`src/hdl/evr_defs.svh`:
```
`ifndef EVR_DEFS_SVH
`define EVR_DEFS_SVH

// Segment image and slot counter
`define EVR_SEG_WORDS      32
`define EVR_SLOT_W         6
`define EVR_COMMA_PERIOD   4
`define EVR_BEACON_PERIOD  7

// Link characters
`define EVR_K28_5          8'hBC  // Comma, sent as K
`define EVR_BEACON         8'h7E  // Plain data byte
`define EVR_SEG_START      8'h5C
`define EVR_SEG_STOP       8'h3C

// Event path
`define EVR_EVT_W          8
`define EVR_PRESC_W        16
`define EVR_FIFO_DEPTH     16
`define EVR_FIFO_AW        4

`endif

```
`src/hdl/evr_pkg.sv`:
```
`include "evr_defs.svh"

package evr_pkg;

    // Link side
    typedef logic [`EVR_SLOT_W-1:0]  slot_t;
    typedef logic [7:0]              link_byte_t;
    typedef logic [15:0]             link_word_t;  // {event byte, data byte}
    typedef logic [1:0]              link_k_t;     // One K flag per byte

    // Event side
    typedef logic [`EVR_EVT_W-1:0]   evt_code_t;
    typedef logic [`EVR_PRESC_W-1:0] presc_t;

    // Needs one extra bit so a full FIFO reads as 16
    typedef logic [`EVR_FIFO_AW:0]   fifo_level_t;

endpackage

```
`src/hdl/evt_push_if.sv`:
```
`timescale 1ns/10ps

// Event push strobe from the code counter into the FIFO
interface evt_push_if;

    logic               push;   // One cycle per event, only while full is low
    evr_pkg::evt_code_t code;
    logic               full;   // FIFO back-pressure
    logic               clear;  // Synchronous clear of the whole event path

    modport src
    (
        output push,
        output code,
        output clear,
        input  full
    );

    modport dst
    (
        input  push,
        input  code,
        input  clear,
        output full
    );

endinterface

```
`src/hdl/evr_test_top.sv`:
```
`timescale 1ns/10ps

module evr_test_top
(
    input  logic                 clk,
    input  logic                 arst_n_i,

    // Link stream
    input  logic                 link_ready_i,
    output evr_pkg::link_word_t  tx_word_o,
    output evr_pkg::link_k_t     tx_is_k_o,

    // Test event source
    input  logic                 clear_i,
    input  evr_pkg::presc_t      presc_i,
    input  logic                 pop_i,
    output evr_pkg::evt_code_t   evt_code_o,   // FIFO head
    output logic                 evt_empty_o,
    output evr_pkg::fifo_level_t evt_level_o,
    output evr_pkg::evt_code_t   evt_next_o    // Next code to be pushed
);

    // Counter to FIFO
    evt_push_if push_if ();

    link_frame_gen u_link_frame_gen
    (
        .clk          (clk),
        .arst_n_i     (arst_n_i),
        .link_ready_i (link_ready_i),
        .tx_word_o    (tx_word_o),
        .tx_is_k_o    (tx_is_k_o)
    );

    evt_prescaler u_evt_prescaler
    (
        .clk        (clk),
        .arst_n_i   (arst_n_i),
        .clear_i    (clear_i),
        .presc_i    (presc_i),
        .push       (push_if.src),
        .evt_next_o (evt_next_o)
    );

    // Host drains through pop_i
    evt_fifo u_evt_fifo
    (
        .clk         (clk),
        .arst_n_i    (arst_n_i),
        .pop_i       (pop_i),
        .push        (push_if.dst),
        .evt_code_o  (evt_code_o),
        .evt_empty_o (evt_empty_o),
        .evt_level_o (evt_level_o)
    );

endmodule

```
`src/hdl/evt_fifo.sv`:
```
`timescale 1ns/10ps

`include "evr_defs.svh"

module evt_fifo
(
    input  logic                 clk,
    input  logic                 arst_n_i,
    input  logic                 pop_i,
    evt_push_if.dst              push,
    output evr_pkg::evt_code_t   evt_code_o,
    output logic                 evt_empty_o,
    output evr_pkg::fifo_level_t evt_level_o
);

    import evr_pkg::*;

    evt_code_t               mem [`EVR_FIFO_DEPTH];
    logic [`EVR_FIFO_AW-1:0] wr_ptr;
    logic [`EVR_FIFO_AW-1:0] rd_ptr;
    fifo_level_t             level;
    logic                    full;
    logic                    empty;
    logic                    do_push;
    logic                    do_pop;

    assign full  = (level == fifo_level_t'(`EVR_FIFO_DEPTH));
    assign empty = (level == '0);

    // Pop on empty is dropped here
    assign do_push = push.push && !full;
    assign do_pop  = pop_i && !empty;

    // Storage
    always_ff @(posedge clk)
    begin
        if (do_push)
        begin
            mem[wr_ptr] <= push.code;
        end
    end

    // Pointers and level, clear empties the FIFO
    always_ff @(posedge clk or negedge arst_n_i)
    begin
        if (!arst_n_i)
        begin
            wr_ptr <= '0;
            rd_ptr <= '0;
            level  <= '0;
        end
        else if (push.clear)
        begin
            wr_ptr <= '0;
            rd_ptr <= '0;
            level  <= '0;
        end
        else
        begin
            if (do_push)
            begin
                wr_ptr <= wr_ptr + 1'b1;
            end
            if (do_pop)
            begin
                rd_ptr <= rd_ptr + 1'b1;
            end
            case ({do_push, do_pop})
                2'b10:   level <= level + 1'b1;
                2'b01:   level <= level - 1'b1;
                default: level <= level;  // Idle, or push and pop together
            endcase
        end
    end

    assign push.full = full;

    // Head word falls through, pop only advances it
    assign evt_code_o  = mem[rd_ptr];
    assign evt_empty_o = empty;
    assign evt_level_o = level;

endmodule

```
`src/hdl/evt_prescaler.sv`:
```
`timescale 1ns/10ps

module evt_prescaler
(
    input  logic               clk,
    input  logic               arst_n_i,
    input  logic               clear_i,
    input  evr_pkg::presc_t    presc_i,
    evt_push_if.src            push,
    output evr_pkg::evt_code_t evt_next_o
);

    import evr_pkg::*;

    presc_t    cnt;
    evt_code_t code;
    logic      cnt_done;
    logic      fire;

    // Greater-or-equal also recovers when presc_i is lowered mid-count
    assign cnt_done = (cnt >= presc_i);

    // Stall while the FIFO is full, so no event is lost
    assign fire = cnt_done && !push.full && !clear_i;

    always_ff @(posedge clk or negedge arst_n_i)
    begin
        if (!arst_n_i)
        begin
            cnt  <= '0;
            code <= '0;
        end
        else if (clear_i)
        begin
            cnt  <= '0;
            code <= '0;
        end
        else if (!push.full)
        begin
            if (cnt_done)
            begin
                cnt  <= '0;
                code <= code + 1'b1;  // Modulo 256
            end
            else
            begin
                cnt <= cnt + 1'b1;
            end
        end
    end

    assign push.push  = fire;
    assign push.code  = code;   // Current code goes out with the strobe
    assign push.clear = clear_i;

    assign evt_next_o = code;

endmodule

```
`src/hdl/link_frame_gen.sv`:
```
`timescale 1ns/10ps

`include "evr_defs.svh"

module link_frame_gen
(
    input  logic                clk,
    input  logic                arst_n_i,
    input  logic                link_ready_i,
    output evr_pkg::link_word_t tx_word_o,
    output evr_pkg::link_k_t    tx_is_k_o
);

    import evr_pkg::*;

    // Segment image, one byte per odd slot
    localparam link_byte_t seg_image [`EVR_SEG_WORDS] = '{
        `EVR_SEG_START,                  // Segment start
        8'hFF,                           // Segment address
        8'h00, 8'h8B, 8'hFC, 8'h7B,
        8'h00, 8'h00, 8'h00, 8'h07,
        8'h00, 8'h00, 8'h00, 8'h00,
        8'h00, 8'h00, 8'h00, 8'h07,
        `EVR_SEG_STOP,                   // Segment stop
        8'hFC, 8'hF0,                    // Checksum
        8'h00, 8'h00, 8'h00, 8'h00,
        8'h00, 8'h00, 8'h00, 8'h00,
        8'h00, 8'h00, 8'h00
    };

    slot_t      slot;
    link_byte_t event_byte;
    link_byte_t data_byte;
    logic       event_is_k;
    logic       data_is_k;

    // Slot counter restarts whenever the link drops
    always_ff @(posedge clk or negedge arst_n_i)
    begin
        if (!arst_n_i)
        begin
            slot <= '0;
        end
        else if (!link_ready_i)
        begin
            slot <= '0;
        end
        else
        begin
            slot <= slot + 1'b1;  // Wraps at 64
        end
    end

    // Event byte: comma beats beacon when both periods hit
    always_comb
    begin
        event_byte = '0;
        if (!link_ready_i)
        begin
            event_byte = '0;
        end
        else if (slot % `EVR_COMMA_PERIOD == 0)
        begin
            event_byte = `EVR_K28_5;
        end
        else if (slot % `EVR_BEACON_PERIOD == 0)
        begin
            event_byte = `EVR_BEACON;
        end
    end

    // Data byte
    always_comb
    begin
        data_byte = '0;
        if (link_ready_i && slot[0])
        begin
            data_byte = seg_image[slot[`EVR_SLOT_W-1:1]];  // Odd slot s carries byte s/2
        end
    end

    // Only comma, start and stop go out as K characters
    assign event_is_k = (event_byte == `EVR_K28_5);
    assign data_is_k  = (data_byte == `EVR_SEG_START) || (data_byte == `EVR_SEG_STOP);

    assign tx_word_o = {event_byte, data_byte};
    assign tx_is_k_o = {event_is_k, data_is_k};

endmodule

```
`config.mk`:
```
export PLATFORM = sky130hd
export DESIGN_NAME = evr_test_top
export DESIGN_NICKNAME = d
export VERILOG_FILES = /design/src/hdl/evr_pkg.sv /design/src/hdl/evt_push_if.sv /design/src/hdl/evr_test_top.sv /design/src/hdl/evt_fifo.sv /design/src/hdl/evt_prescaler.sv /design/src/hdl/link_frame_gen.sv
export VERILOG_INCLUDE_DIRS = /design/src /design/src/hdl
export SDC_FILE = /design/constraint.sdc
export NUM_CORES = 1
export LEC_CHECK = 0
export ABC_AREA = 1
export BUFFER_PORTS_ARGS = -buffer_cell sky130_fd_sc_hd__buf_2
export CAP_MARGIN = 25
export CORE_MARGIN = 8
export CORE_UTILIZATION = 35
export DETAILED_ROUTE_END_ITERATION = 6
export GPL_ROUTABILITY_DRIVEN = 0
export MAX_ROUTING_LAYER = met4
export PLACE_DENSITY_LB_ADDON = 0.08
export SYNTH_ARGS = -nofsm -noshare
export SYNTH_HDL_FRONTEND = slang
export SYNTH_SLANG_ARGS = --single-unit
export TNS_END_PERCENT = 100
```
`constraint.sdc`:
```
create_clock -name clk -period 6.65 [get_ports clk]
set_clock_uncertainty 0.15 [all_clocks]
set_input_delay 1.995 -clock clk [delete_from_list [all_inputs] [get_ports clk]]
set_output_delay 1.995 -clock clk [all_outputs]
set_load 0.05 [all_outputs]
```
# Word-level counts from Yosys, hierarchy flattened
# Memory sizes are Yosys's and may differ from the RTL's.
# Index checks and enable logic that the tools add are counted.
# word_totals
mem_bits_rw,128
reg_bits,43
inputBits,21
latch_bits,0
out_inout_bits,40
mem_bits_ro,256
word_cells,64
mem_count,2
# mem_list
memory,depth,word_bits,read_ports,rd_ports_with_merged_regs,wr,line,text
(name not given),32,8,1,0,0,link_frame_gen.sv:78,data_byte = seg_image[slot[`EVR_SLOT_W-1:1]];
u_evt_fifo.mem,16,8,1,0,1,evt_fifo.sv:18,evt_code_t mem [`EVR_FIFO_DEPTH];
# classes
div_mod_pow,1
n_lt_le_gt_ge,2
add_sub_neg,7
mux,21
eq_ne,7
bitwise_logic,1
n_reduce_logical,17
shift,0
mul,0
# ops
cell,count
$logic_not A32 Y1,2
$mux W8,8
$mux W16,3
$mod A6 B3 Y32 const B,1
$add A16 B1 Y16 const B,1
$ge A16 B16 Y1,1
$mux W4,4
$pmux W5 S2,1
$add A4 B1 Y4 const B,2
$add A8 B1 Y8 const B,1
$eq A8 B6 Y1 const B,1
$eq A8 B7 Y1 const B,1
$eq A8 B8 Y1 const B,1
$mux W7,1
$add A6 B1 Y6 const B,1
$ge A6 B6 Y1 const B,1
$mux W6,1
$not A5 Y6,1
$reduce_bool A2 Y1,3
$add A5 B1 Y5 const B,1
$eq A5 B5 Y1 const B,1
$logic_and A1 B1 Y1,5
$logic_not A5 Y1,1
$mux W5,1
other kinds (9),12

# Depth between registers and ports, before layout
# depth
depth_word,8
depth_mapped,31
depth_no_buf,29

# Cells and area by module
# From an unflattened synthesis, not the netlist that was laid out.
# hier_totals
cells_unflattened,887
area_unflattened_um2,8832.2
# by_module_without_submodules
module,area_each_um2,instances,cells_each,seq_area_each_um2
evt_fifo,5916.9,1,474,4169.0
evt_prescaler,1854.3,1,245,600.6
link_frame_gen,1061.0,1,168,150.1

# Worst setup path before layout
# No wires, ideal clock.
# synth_path
kind,reg-to-output
start,register u_link_frame_gen.slot[1]
end,output tx_word_o[14]
path_buffers,2
path_stages_with_launch,30
required_time_ns,4.505
slack_ns,0.078
arrival_ns,4.427
cell_sequence,dfrtp_1 -> inv_1 -> ha_1 -> nand2_4 -> o21ai_4 -> nand2_1 -> nand2_1 -> nand3_4 -> nand3_4 -> nand2_1 -> nand2_1 -> inv_1 -> ha_1 -> nand3_2 -> nand2_4 -> nor2_8 -> nand2_4 -> buf_6 -> nand2_2 -> nand2_1 -> ha_1 -> nand3_2 -> nand2_1 -> xor2_1 -> nand2_1 -> nand2_1 -> nor2_1 -> nand4_1 -> nor2_1 -> buf_4
# synth_between
elab_chain_len,5
elab_cells_between_ends,6
classes_between,1 x div; 3 x mux; 2 x reduce/logical
# synth_rtl
item,line,text
start: declaration,link_frame_gen.sv:31,slot_t slot;
start signal: assignment,link_frame_gen.sv:50,slot <= slot + 1'b1;
$mod A6 B3 Y32 (no line),--,
$logic_not A32 Y1,link_frame_gen.sv:66,else if (slot % `EVR_BEACON_PERIOD == 0)
$mux W7,link_frame_gen.sv:66,
$mux W8 (*),link_frame_gen.sv:62,else if (slot % `EVR_COMMA_PERIOD == 0)
$mux W8 (*),link_frame_gen.sv:58,if (!link_ready_i)
end: declaration,evr_test_top.sv:10,"output evr_pkg::link_word_t tx_word_o,"
# Every way passes the cells marked *; elsewhere a longest branch is shown, timed or not.

# Worst setup path after layout
# layout_path
start,register u_link_frame_gen.slot[3]
end,output tx_word_o[14]
# layout_between
elab_chain_len,5
# layout_rtl
item,line
$mod A6 B3 Y32 (no line),--
$logic_not A32 Y1,link_frame_gen.sv:66
$mux W7,link_frame_gen.sv:66
$mux W8,link_frame_gen.sv:62
$mux W8,link_frame_gen.sv:58
# Every way passes these cells.

==> impl_results.md <==
- Status: completed
- Fraction of layout cells with a size suffix above 1: 0.176
- Syn Nets: 1001
- Sequential-to-total area share from yosys stat: 0.545
- Internal Pwr Total: 1.95 mW
- Synth async-reset ratio: 0.251
- Detailed Routing Iterations Pass 1: 4
- # DRC: 0
- Final routed wirelength across all metal layers: around 23000 um
- Cell count after placement: 1311
- Signal arrival time at the worst endpoint: 4.20 ns
- Die Area: 31200 sq um
- Final-report max-slew violation count: 0
- Buffer type at the clock tree root: clkbuf_16
- Final core utilization: 0.413
- Ranking of synthesized cells by area: edfxtp_1 (43%), dfrtp_1 (12%), nand2_1 (6.3%), nor2_1 (5.6%), o21ai_0 (4.9%)
- Post-synthesis cell area: 9030 sq um
- Data required time at the worst endpoint: approximately 4.5 ns
- Clock-pin slew of the registers on the worst-case setup and hold paths: 0.07 ns
- Via count of the first global-routing pass: 6620
- DR vias: 6741
- Slew of the pin with the lowest slew margin: 0.885 ns
- Post-synth top area share: 0.426
- TritonCTS Buffers: 17
- Fill cell count: 2507
- Grt ovf: 0
- Sw Share: 0.337
- Endpoint kind of the worst setup timing path: output port
- Y dimension of the die: 177 um
- Hold Violations, Final: 0
- Half-perimeter wire length of the detailed placement result: 15200 um
- Post-layout net count: 1063
- CTS tree: built
- Largest net degree at the start of global routing: 67
- Distinct cell type count after synthesis: 46
- # diodes: 0
- Part of the power in the clock network: 0.353
- Maximum fanout encountered on the critical timing path: 11
- Maximum achievable frequency: roughly 160 MHz
- Global routing usage summed across all routing layers: 0.156
- FP Rows: between 50 and 60
- Gate count of the mapped netlist: 946
- Placeable core region: 25300 sq um
- Portion of the clock cycle consumed by the worst path in the final layout: 0.954
- Initial cell density of the core: 0.357
- Largest stage delay, worst path: roughly 0.42 ns
- Accumulated negative setup slack: 0 ns
- Clock latency on the worst-skew pair: 0.43 ns
- First-pass GRT wire length: 37000 um
- Post-CTS Hold Buffers: 0
- Net switching component of the power: 993 uW
- Setup Crit Path Kind: reg2out
- Antenna violations before repair: 1
- Crit path max-delay cell type: dfrtp_2
- Final min period: 6.34 ns
- Worst IR drop on VDD: 0.172 mV
- Biggest area consumer among synthesized cells: edfxtp_1
- Leakage power of the design: 4.50 nW
- Count of maximum capacitance violations: 0
- Sequential cell fraction of total power: 0.402
- Critical path startpoint category: register
- Path type of the worst min-delay path: reg2reg
- Count of non-filler cells in the finished layout: 1351
- Number of synthesized flops with an enable pin: 128
- IO Pins: 61
- Remaining number of nets flagged by the antenna check after routing: 0
- Iter 0 DRT Violations: 392
- Number of buffers on the longest clock path: 2
- Horizontal extent of the die: 177 um
- Count of clock tree sinks: between 150 and 200
- Logic pwr share: 0.245
- Number of levels in the clock H-tree: 4
- Relative area change from synthesis to final layout: 15.5%
- Buffers added on ports: 59
- Post-synthesis average cell area: 9.54 sq um
- Number of endpoints failing setup at the final stage: 0
- Cell mode on critical path: nand2_1
- Routed length per placed instance: roughly 17 um
- Dominant register cell in the synthesized netlist: edfxtp_1
- Relative slew slack: 0.409
- Total of warnings raised by yosys: 0
- Total power divided by cell area: roughly 280 nW/um^2
- Vias per std cell: 4.99
- Number of synthesized register bits: 171
-- sequential cells by signal, indices dropped and copies added, names as in the netlist --
name,cells
u_evt_fifo.rd_ptr,4
u_evt_fifo.mem,128
u_evt_fifo.wr_ptr,4
u_evt_prescaler.cnt,16
u_evt_prescaler.evt_next_o,8
u_evt_fifo.evt_level_o,5
u_link_frame_gen.slot,6
-- logic make-up after synthesis --
family,count (synthesis),share of synthesized area
xor+xnor,19,0.0184
simple gates,403,0.205
other cells,1,0.000415
buf+inv,143,0.0658
compound gates,175,0.117
flops,171,0.545
fa+ha+maj,34,0.0480
-- routing by layer --
metal  up-vias  global-route usage  part of all wire
met3        16              0.0263             0.027
met2       112               0.243              0.47
met5         -                   -                 0
met1      3239               0.209              0.50
met4         0              0.0396             0.010
li1       3374                   -                 -
-- worst max-delay path: cells and delay by family (launching register included) --
kind	cells	cell delay [ns]
and+or+nand+nor	19	1.97
buffers and inverters	5	0.59
adders and majority gates	3	0.64
xor gates and xnor gates	1	0.14
DFF	1	0.42
-- path summary, 6_finish.rpt --
check	cells after the start	from	end	slack, ns
worst max-delay path	28	u_link_frame_gen.slot[3]	tx_word_o[14]	0.31
worst min-delay path	1	u_link_frame_gen.slot[4]	u_link_frame_gen.slot[4]	0.39
worst max register to register	18	u_evt_prescaler.cnt[0]	u_evt_fifo.mem[7][4]	3.05
worst min register to register	1	u_link_frame_gen.slot[4]	u_link_frame_gen.slot[4]	0.39
max in group asynchronous	2	arst_n_i	u_evt_fifo.rd_ptr[0]	4.43
min in group asynchronous	2	arst_n_i	u_link_frame_gen.slot[1]	1.48
-- cell usage after synthesis, drive strengths merged (3+ instances only) --
cell type	n
o211ai	14
o221ai	23
nand3	57
inv	97
nor3	6
ha	33
nor4	4
xor2	18
clkbuf	28
edfxtp	128
dfrtp	43
or2	3
buf	14
nor2	141
a21oi	21
nand4	14
o21ai	90
o22ai	14
clkinv	4
nand2	176
a211oi	4
-- cell usage in the layout (no fill, tap or decap), types with 3 or more instances in the layout --
cell | netlist | final
inv_1 | 91 | 89
o221ai_1 | 23 | 23
nor2_2 | 3 | 4
buf_2 | 1 | 53
inv_6 | 0 | 3
a211oi_1 | 4 | 4
inv_2 | 5 | 6
nand3_4 | 3 | 5
bufinv_16 | 0 | 3
xor2_1 | 18 | 18
nand2_1 | 151 | 148
a21oi_1 | 21 | 21
nor2_1 | 134 | 133
edfxtp_1 | 128 | 128
o21ai_0 | 88 | 88
nor4_1 | 4 | 4
dfrtp_1 | 43 | 39
ha_2 | 0 | 3
buf_4 | 10 | 29
dfrtp_2 | 0 | 4
nand4_1 | 14 | 14
ha_1 | 33 | 29
nor3_1 | 6 | 6
nand2_4 | 6 | 7
o22ai_1 | 14 | 14
or2_2 | 3 | 3
nand3_2 | 5 | 3
o211ai_1 | 14 | 14
clkinv_1 | 3 | 4
clkbuf_16 | 0 | 17
nand3_1 | 49 | 49
buf_6 | 2 | 3
nor2_4 | 3 | 3
nand2_2 | 19 | 20
inv_8 | 0 | 3
-- cell type report --
| cell class | count | area (sq um) | share of cell area |
|---|---|---|---|
| Clock inverter | 14 | 184 | 0.0176 |
| Inverter | 101 | 385 | 0.0369 |
| Multi-Input combinational cell | 632 | 3580 | 0.343 |
| Clock buffer | 18 | 429 | 0.0411 |
| Sequential cell | 171 | 4920 | 0.472 |
| Timing Repair Buffer | 85 | 517 | 0.0495 |
| Tap cell | 330 | 413 | 0.0396 |
-- power by group through the flow --
stage,registers (mW),clock network (mW),logic [mW]
2_1_floorplan,1.24,0,0.485
3_3_place_gp,1.21,0,0.727
3_5_place_dp,1.21,0,0.725
4_1_cts,1.18,1.06,0.729
5_1_grt,1.19,1.10,0.806
6_report,1.18,1.04,0.723
-- through the flow --
step / power [mW] / area (sq um) / setup WS, ns / hold slack [ns]
after detailed placement: 1.93 / 9660 / 0.380 / 0.391
after global routing: 3.10 / 10400 / -0.0177 / 0.424
final: 2.95 / 10400 / 0.307 / 0.387
after CTS: 2.97 / 10300 / 0.0673 / 0.411
after global placement: 1.93 / 9660 / 0.477 / 0.390
after floorplan: 1.73 / 9030 / 0.0776 / 0.350
-- repair_timing --
| item | CTS | global route |
|---|---|---|
| setup endpoints to repair | 6 | 6 |
| resized for setup | 8 | 20 |
| setup buffers | 0 | 8 |
| pin swaps | 0 | 4 |
(Power assumes the default switching activity.)
